[src/lsu_pkg.sv]
// Shared LSU types for a 64-bit core; byte_addr_t assumes the default depth of 16 doublewords
package lsu_pkg;

    localparam int XLEN = 64;

    // Default RAM depth in index bits, used only to size byte_addr_t
    localparam int DEF_RAM_ADDR_WIDTH = 4;

    typedef logic [XLEN - 1:0]               xlen_t;
    typedef logic [XLEN - 1:0]               bit_mask_t;
    typedef logic [DEF_RAM_ADDR_WIDTH + 2:0] byte_addr_t;
    typedef logic [1:0]                      access_size_t;

    // Access size codes
    localparam access_size_t SIZE_B = 2'd0;
    localparam access_size_t SIZE_H = 2'd1;
    localparam access_size_t SIZE_W = 2'd2;
    localparam access_size_t SIZE_D = 2'd3;

    // Natural alignment check on the byte offset within a doubleword
    function automatic logic is_misaligned(access_size_t size, logic [2:0] offset);
        case (size)
            SIZE_H:  return offset[0];
            SIZE_W:  return |offset[1:0];
            SIZE_D:  return |offset;
            default: return 1'b0;
        endcase
    endfunction

endpackage

[src/ram_write_if.sv]
// RAM write port bundle; no handshake, a write happens on every clk edge with en high
`timescale 1ns/1ps

interface ram_write_if
    import lsu_pkg::*;
#(
    parameter int RAM_ADDR_WIDTH = 4
);

    // Doubleword index, enable, per-bit mask and data
    logic [RAM_ADDR_WIDTH - 1:0] addr;
    logic                        en;
    bit_mask_t                   mask;
    xlen_t                       data;

    modport source (
        output addr,
        output en,
        output mask,
        output data
    );

    modport sink (
        input addr,
        input en,
        input mask,
        input data
    );

endinterface

[src/common_dffram_2a1wb1r.sv]
// Flip-flop RAM, one bit-masked write port and one combinational read port; RAM_DATA_WIDTH must equal XLEN
`timescale 1ns/1ps

module common_dffram_2a1wb1r
    import lsu_pkg::*;
#(
    parameter int RAM_DATA_WIDTH = 64,
    parameter int RAM_ADDR_WIDTH = 4
) (
    input  logic                        clk,
    input  logic                        rst_n,
    ram_write_if.sink                   wr,
    input  logic [RAM_ADDR_WIDTH - 1:0] addrb,
    // Reserved for power-saving variants and does not gate the read
    input  logic                        enb,
    output xlen_t                       doutb
);

    localparam int RAM_DEPTH = 1 << RAM_ADDR_WIDTH;

    logic [RAM_DATA_WIDTH - 1:0] row_q [RAM_DEPTH];

    genvar i;
    generate
        for (i = 0; i < RAM_DEPTH; i++) begin : g_row
            logic [RAM_DATA_WIDTH - 1:0] row_we;
            logic                        row_sel;

            // Row is written only when enabled and addressed
            assign row_sel = wr.en && (wr.addr == RAM_ADDR_WIDTH'(i));
            assign row_we  = wr.mask & {RAM_DATA_WIDTH{row_sel}};

            stdmacro_dffbe #(
                .DFF_WIDTH (RAM_DATA_WIDTH)
            ) u_row (
                .clk   (clk),
                .rst_n (rst_n),
                .en    (row_we),
                .d     (wr.data),
                .q     (row_q[i])
            );
        end
    endgenerate

    assign doutb = row_q[addrb];

endmodule

[src/lsu_load_align.sv]
// Load aligner; result and flags are registered and last one cycle, misaligned loads return zero
`timescale 1ns/1ps

module lsu_load_align
    import lsu_pkg::*;
#(
    parameter int RAM_ADDR_WIDTH = 4
) (
    input  logic                        clk,
    input  logic                        rst_n,
    input  logic [RAM_ADDR_WIDTH + 2:0] addr,
    input  access_size_t                size,
    input  logic                        is_unsigned,
    input  logic                        valid,
    output logic [RAM_ADDR_WIDTH - 1:0] rd_index,
    output logic                        rd_en,
    input  xlen_t                       rd_word,
    output xlen_t                       data,
    output logic                        data_valid,
    output logic                        misaligned
);

    logic [2:0] offset;
    logic       bad_align;
    xlen_t      shifted;
    xlen_t      extended;

    assign offset    = addr[2:0];
    assign bad_align = is_misaligned(size, offset);

    // Read the addressed doubleword in the same cycle as the strobe
    assign rd_index = addr[RAM_ADDR_WIDTH + 2:3];
    assign rd_en    = valid;

    // Move the addressed bytes down to lane zero
    assign shifted = rd_word >> {offset, 3'b000};

    always_comb begin
        case (size)
            SIZE_B: begin
                extended = {{56{~is_unsigned & shifted[7]}}, shifted[7:0]};
            end
            SIZE_H: begin
                extended = {{48{~is_unsigned & shifted[15]}}, shifted[15:0]};
            end
            SIZE_W: begin
                extended = {{32{~is_unsigned & shifted[31]}}, shifted[31:0]};
            end
            default: begin
                extended = shifted;
            end
        endcase
    end

    always_ff @(posedge clk or negedge rst_n) begin
        if (!rst_n) begin
            data       <= '0;
            data_valid <= 1'b0;
            misaligned <= 1'b0;
        end else begin
            data_valid <= valid;
            misaligned <= valid & bad_align;
            // Zero outside the result pulse and on a refused load
            data       <= (valid && !bad_align) ? extended : '0;
        end
    end

endmodule

[src/lsu_scratchpad.sv]
// Data scratchpad top; a load and store in the same cycle to one doubleword reads the old data
`timescale 1ns/1ps

module lsu_scratchpad
    import lsu_pkg::*;
#(
    parameter int RAM_ADDR_WIDTH = 4
) (
    input  logic                        clk,
    input  logic                        rst_n,

    // Store side, written on the edge that samples store_valid
    input  logic                        store_valid,
    input  logic [RAM_ADDR_WIDTH + 2:0] store_addr,
    input  access_size_t                store_size,
    input  xlen_t                       store_data,
    output logic                        store_misaligned,

    // Load side, result one cycle after load_valid
    input  logic                        load_valid,
    input  logic [RAM_ADDR_WIDTH + 2:0] load_addr,
    input  access_size_t                load_size,
    input  logic                        load_unsigned,
    output xlen_t                       load_data,
    output logic                        load_data_valid,
    output logic                        load_misaligned
);

    logic [RAM_ADDR_WIDTH - 1:0] rd_index;
    logic                        rd_en;
    xlen_t                       rd_word;

    ram_write_if #(
        .RAM_ADDR_WIDTH (RAM_ADDR_WIDTH)
    ) wr_bus ();

    lsu_store_align #(
        .RAM_ADDR_WIDTH (RAM_ADDR_WIDTH)
    ) u_store_align (
        .addr       (store_addr),
        .size       (store_size),
        .wdata      (store_data),
        .valid      (store_valid),
        .misaligned (store_misaligned),
        .wr         (wr_bus.source)
    );

    common_dffram_2a1wb1r #(
        .RAM_DATA_WIDTH (XLEN),
        .RAM_ADDR_WIDTH (RAM_ADDR_WIDTH)
    ) u_ram (
        .clk   (clk),
        .rst_n (rst_n),
        .wr    (wr_bus.sink),
        .addrb (rd_index),
        .enb   (rd_en),
        .doutb (rd_word)
    );

    lsu_load_align #(
        .RAM_ADDR_WIDTH (RAM_ADDR_WIDTH)
    ) u_load_align (
        .clk         (clk),
        .rst_n       (rst_n),
        .addr        (load_addr),
        .size        (load_size),
        .is_unsigned (load_unsigned),
        .valid       (load_valid),
        .rd_index    (rd_index),
        .rd_en       (rd_en),
        .rd_word     (rd_word),
        .data        (load_data),
        .data_valid  (load_data_valid),
        .misaligned  (load_misaligned)
    );

endmodule

[src/lsu_store_align.sv]
// Store aligner; misaligned stores are refused and flagged only while valid is high
`timescale 1ns/1ps

module lsu_store_align
    import lsu_pkg::*;
#(
    parameter int RAM_ADDR_WIDTH = 4
) (
    input  logic [RAM_ADDR_WIDTH + 2:0] addr,
    input  access_size_t                size,
    input  xlen_t                       wdata,
    input  logic                        valid,
    output logic                        misaligned,
    ram_write_if.source                 wr
);

    logic [2:0] offset;
    logic       bad_align;
    logic [7:0] size_bytes;
    logic [7:0] byte_mask;
    xlen_t      lane_data;

    assign offset    = addr[2:0];
    assign bad_align = is_misaligned(size, offset);

    // Byte lanes touched by the access, before the shift to the offset
    always_comb begin
        case (size)
            SIZE_B:  size_bytes = 8'h01;
            SIZE_H:  size_bytes = 8'h03;
            SIZE_W:  size_bytes = 8'h0f;
            default: size_bytes = 8'hff;
        endcase
    end

    assign byte_mask = size_bytes << offset;

    // Copy the low bytes into every lane so the mask picks the right copy
    always_comb begin
        case (size)
            SIZE_B:  lane_data = {8{wdata[7:0]}};
            SIZE_H:  lane_data = {4{wdata[15:0]}};
            SIZE_W:  lane_data = {2{wdata[31:0]}};
            default: lane_data = wdata;
        endcase
    end

    always_comb begin
        for (int b = 0; b < 8; b++) begin
            wr.mask[8 * b +: 8] = {8{byte_mask[b]}};
        end
    end

    assign misaligned = valid & bad_align;
    assign wr.en      = valid & ~bad_align;
    assign wr.addr    = addr[RAM_ADDR_WIDTH + 2:3];
    assign wr.data    = lane_data;

endmodule

[src/stdmacro_dffbe.sv]
// Register row with per-bit enable; every bit resets to zero, no other reset value is supported
`timescale 1ns/1ps

module stdmacro_dffbe #(
    parameter int DFF_WIDTH = 1
) (
    input  logic                   clk,
    input  logic                   rst_n,
    input  logic [DFF_WIDTH - 1:0] en,
    input  logic [DFF_WIDTH - 1:0] d,
    output logic [DFF_WIDTH - 1:0] q
);

    logic [DFF_WIDTH - 1:0] q_next;

    // Enabled bits take d, the others hold
    assign q_next = (d & en) | (q & ~en);

    always_ff @(posedge clk or negedge rst_n) begin
        if (!rst_n) begin
            q <= '0;
        end else begin
            q <= q_next;
        end
    end

endmodule

[config.mk]
export PLATFORM = sky130hd
export DESIGN_NAME = lsu_scratchpad
export DESIGN_NICKNAME = d
export VERILOG_FILES = /design/src/lsu_pkg.sv /design/src/ram_write_if.sv /design/src/common_dffram_2a1wb1r.sv /design/src/lsu_load_align.sv /design/src/lsu_scratchpad.sv /design/src/lsu_store_align.sv /design/src/stdmacro_dffbe.sv
export SDC_FILE = /design/constraint.sdc
export NUM_CORES = 2
export LEC_CHECK = 0
export ABC_AREA = 1
export BUFFER_PORTS_ARGS = -buffer_cell sky130_fd_sc_hd__buf_2
export CAP_MARGIN = 20
export CORE_MARGIN = 2
export CORE_UTILIZATION = 30
export DETAILED_ROUTE_END_ITERATION = 12
export GPL_ROUTABILITY_DRIVEN = 0
export GPL_TIMING_DRIVEN = 0
export PLACE_DENSITY = 0.51
export SLEW_MARGIN = 0
export SYNTH_ARGS = -nofsm -noshare
export SYNTH_HDL_FRONTEND = slang
export SYNTH_SLANG_ARGS = --single-unit
[constraint.sdc]
create_clock -name clk -period 2 [get_ports clk]
set_input_delay 0.4 -clock clk [delete_from_list [all_inputs] [get_ports clk]]
set_output_delay 0.4 -clock clk [all_outputs]
set_load 0.01 [all_outputs]
# Yosys cells after proc, flatten, opt, wreduce, memory -nomap -nowiden
# Index checks and enable logic that the tools add are counted.
# W data, S select, Z words.
# word_totals
regBits,1090
latchBits,0
ramBits,0
romBits,0
in_bits,87
output_inout_bits,67
mem_count,0
# op_classes
n_addsub,0
mul,0
div_mod_pow,0
order_cmp,1
eq_ne,21
n_shift,2
mux,9
n_bitwise,89
reduce_logical,25
# ops
operator,count
$and A64 B64 Y64,48
$not A64 Y64,16
$or A64 B64 Y64,16
$pmux W64 S3,2
$bmux W64 S4,1
$mux W64,3
$shr A64 B6 Y64,1
$eq A4 B4 Y1 const B,8
$pmux W8 S3,1
$logic_and A1 B1 Y1,17
$eq A4 B3 Y1 const B,4
$eq A2 B2 Y1 const B,4
$eq A4 B2 Y1 const B,2
$shl A8 B3 Y8,1
$and A1 B1 Y1,6
$pmux W1 S3,2
$reduce_or A3 Y1,2
$ge A5 B5 Y1 const B,1
$not A4 Y5,1
$eq A2 B1 Y1 const B,2
$eq A4 B1 Y1 const B,1
$logic_not A2 Y1,2
$logic_not A4 Y1,1
$reduce_or A2 Y1,2
2 further kinds,3

# Depth between registers and ports, before layout
# depth
word_depth,9
depth_mapped,20
ltp_nobuf,17

# Hierarchy
# From an unflattened synthesis, not the netlist that was laid out.
# unflattened
hier_cells,10406
area_unflattened_um2,64458.1
# modules_own_cells
mod,instances,cells_per_inst,area_each_um2,seq_area_each_um2
stdmacro_dffbe,16,320,2562.5,1601.5
common_dffram_2a1wb1r,1,4373,17533.1,0.0
lsu_load_align,1,626,4484.3,1651.6
lsu_store_align,1,287,1441.4,0.0

# Least setup slack after synthesis
# No wires, ideal clock.
# synth_timing
path_type,in2reg
start,in load_addr[3]
end,reg u_load_align.data[5]
setup_time_ns,0.123
arrival_time_ns,2.087
required_ns,1.877
setup_slack_ns,-0.211
stages,13
path_buffers,7
path_cell_list,buf_4 > buf_6 > buf_4 > buf_4 > buf_2 > buf_2 > buf_2 > o21ai_0 > o221ai_1 > o21ai_0 > nand2_1 > a211oi_1 > nor2_1
# synth_between
elab_chain_cells,7
# synth_lines
item,line,rtl
"start, declared",lsu_scratchpad.sv:21,"input logic [RAM_ADDR_WIDTH + 2:0] load_addr,"
$not A4 Y5 (implied by the code),common_dffram_2a1wb1r.sv:45,assign doutb = row_q[addrb];
$bmux W64 S4,common_dffram_2a1wb1r.sv:45,
$mux W64 (implied by the code) (2 in series),common_dffram_2a1wb1r.sv:45,
$shr A64 B6 Y64,lsu_load_align.sv:36,"assign shifted = rd_word >> {offset, 3'b000};"
$pmux W64 S3,lsu_load_align.sv:39,case (size)
$mux W64,lsu_load_align.sv:64,data <= (valid && !bad_align) ? extended : '0;
"end signal, assigned",lsu_load_align.sv:64,
"end, declared",lsu_load_align.sv:18,"output xlen_t data,"
# No other way between the ends. The select of a mux whose other input is x is not followed.

==> flow_summary.json <==
{
  "status": "finished with violations",
  "violations": "negative hold slack, negative setup slack",
  "yosysSeqAreaShare_pct": 54.31,
  "gr-total-overflow": 0,
  "dr_total_vias": 52133,
  "arrival_ns": 2.85,
  "r2r_cells": 13,
  "drt_iter0_drc": 8396,
  "ys_ff_latch": 1090,
  "ios": 154,
  "rsz0062_at_grt": "true",
  "fin_crit_ns": 2.221,
  "io_buffers": 148,
  "drc": 0,
  "final_util_pct": 39.83,
  "drive_above_1_share_pct": 22.53,
  "required_ns": 2.63,
  "power.leakage_nw": 29.51,
  "setup_slack_ns": -0.2214,
  "holdWs_ns": -0.6007,
  "wire_per_inst_um": 31.68,
  "netlist_area_um2": 50220,
  "seqCellArea_um2": 27280,
  "worst_pin_slew_ns": 1.257,
  "post-route-period-util_pct": 111.1,
  "grt_max_degree": 168,
  "cts_root_buffer": "clkbuf_16",
  "dp_slack_ns": -2.314,
  "ctsHoldBuffers": 1,
  "skew_ns": 0.05169,
  "synth_cell_type_count": 33,
  "synth_cells": 6163,
  "die_x_um": 413.1,
  "dieHeight_um": 413.1,
  "ant_nets": 0,
  "critPathLaunchType": "flop",
  "multi_input_area_um2": 23390,
  "fill_cells": 16946,
  "slew_viol_final": 0,
  "clockBufferDepth": 3,
  "r2r_slack_ns": -0.22,
  "setup_viol": 60,
  "dr.pass1.iters": 8,
  "max_freq_mhz": 450.2,
  "peakVddDrop_v": 0.0007533,
  "wirelength_um": 282900,
  "grt_pass1_vias": 47200,
  "worstHoldPathType": "input pin to asynchronous set/reset pin",
  "path_max_fanout": 7,
  "rr_endpoint": "u_load_align.data[38]",
  "p_per_area_nw_per_um2": 934.2,
  "slew-limit-headroom_pct": 15.32,
  "ys.warnings.count": 0,
  "syn_to_final_growth_pct": 32.17,
  "rows": 150,
  "syn-mean-instance-area_um2": 8.149,
  "initial_utilization_pct": 30.13,
  "die_area_um2": 170700,
  "finalHoldViolCount": 312,
  "fin_nets": 6705,
  "drt-vias-per-instance": 5.838,
  "syn_nets": 6250,
  "cts_tree": "done",
  "cap_viol_max_count": 0,
  "grt_pass1_wl_um": 381200,
  "core-area_um2": 166700,
  "cp-end-kind": "flop",
  "critical_path_class": "flop to flop",
  "clk_latency_ns": 0.81,
  "grtUsageTotal_pct": 31.97,
  "numCtsBuffers": 120,
  "clkTransAtPathRegs_ns": 0.06,
  "antenna_found_initial": 18,
  "hpwlAfterDp_um": 196900,
  "h-tree-depth": 3,
  "clock_sinks": 1090
}
## kinds of logic (layout without fill, tap and decap cells)
family / count (synthesis) / after routing / synth area share, %
AO/OA/AOI/OAI: 1937 / 1937 / 20.79
flip-flops: 1090 / 1090 / 54.31
buffers and inverters: 617 / 1170 / 4.960
AND/OR/NAND/NOR: 2519 / 2519 / 19.94
other: 0 / 10 / 0
## Yosys cell counts, drive strengths merged
library cell     n  area, um2
clkbuf         332       1246
a31oi            6      37.54
o211ai         196       1471
o21a             2      15.01
o22ai           17      106.4
nand4            2      12.51
nor2           621       2401
a211oi           1      7.510
nand3          333       1677
a21oi          139      695.7
o221ai          33      289.0
inv            149      559.3
dfrtp         1090      27280
a221o            7      70.07
clkinv           4      15.01
buf            132      670.6
a41oi            2      17.52
a22oi            1      7.510
nand2         1524       5720
and2             2      12.51
or2              3      18.77
a221oi          10      100.1
o21ai         1523       7622
nor3            34      170.2
## repair_timing
item,CTS,global route
pin swaps,119,151
setup buffers,76,70
gates resized for setup,906,649
setup endpoints to repair,1089,1304
hold endpoints to repair,314,270
gates cloned,5,20
## routing by layer
| layer | routed length (um) | up-vias | part of all wire (%) | global-route usage (%) |
|---|---|---|---|---|
| met5 | 179 | - | 0.063 | 0.8197 |
| met4 | 21460 | 14 | 7.6 | 19.76 |
| met3 | 39640 | 846 | 14 | 12.58 |
| met2 | 111800 | 3706 | 40 | 43.30 |
| met1 | 109800 | 25786 | 39 | 42.18 |
| li1 | - | 21781 | - | - |
## how the worst max path moves through the flow
stage | startpoint | end | depth (start not counted)
2_1_floorplan | store_addr[2] | flop | 11
3_3_place_gp | rst_n | asynchronous set/reset pin | 1
3_5_place_dp | load_addr[6] | u_load_align.data[16] | 14
4_1_cts | flop | u_load_align.data[60] | 13
5_1_grt | flop | u_load_align.data[54] | 13
6_report | flop | u_load_align.data[38] | 13
## cell type report
cell class | count | share of cell area (%)
Clock buffer | 185 | 5.546
Antenna cell | 10 | 0.03770
Clock inverter | 35 | 0.7898
Multi-Input combinational cell | 4456 | 35.24
Buffer | 441 | 6.745
Inverter | 153 | 0.9520
Sequential cell | 1090 | 41.10
Timing Repair Buffer | 356 | 5.436
Tap cell | 2204 | 4.155
## placed cells by master (no fill, tap or decap), types with 138 or more instances in the layout
master,n
nand3_1,145
o21ai_1,389
nand3_2,138
dfrtp_1,1085
nand2_1,1329
nor2_1,583
clkbuf_16,153
o21ai_0,1115
buf_2,181
o211ai_1,196
nand2_2,168
## through the flow
stage / total power [mW] / hold slack (ns) / instance area [um2] / instances / setup TNS (ns)
after global routing: 63.76 / -0.5999 / 66370 / 8927 / -10.16
final: 62.01 / -0.6007 / 66370 / 8930 / -7.807
after CTS: 60.62 / -0.6183 / 63610 / 8841 / -2.421
after detailed placement: 35.97 / 0.2071 / 55010 / 8551 / -2385.80
after global placement: 35.70 / 0.4602 / 54370 / 8515 / -
after floorplan: 31.06 / 0.1044 / 50880 / 6163 / -11.05
## critical path, cell delays in order, from the launching register on
cell and delay, ns:
dfrtp_1 0.40, inv_2 0.10, nand2_1 0.06, o211ai_1 0.15
nand3_1 0.17, nand3_4 0.24, nand3_4 0.13, nand3_2 0.10
nand3_2 0.10, nand3_2 0.08, nand2_2 0.06, nor2_4 0.26
buf_6 0.19, nor3_4 0.04
## where the power goes
group	internal (mW)	switching [mW]	total, mW	leakage [nW]
combinational	3.66	7.79	11.5	12.7
clock	14.0	10.0	24.1	2.07
sequential	24.7	1.81	26.5	14.8
total	42.4	19.6	62.0	29.5
Power figures use the tool's default switching activity.
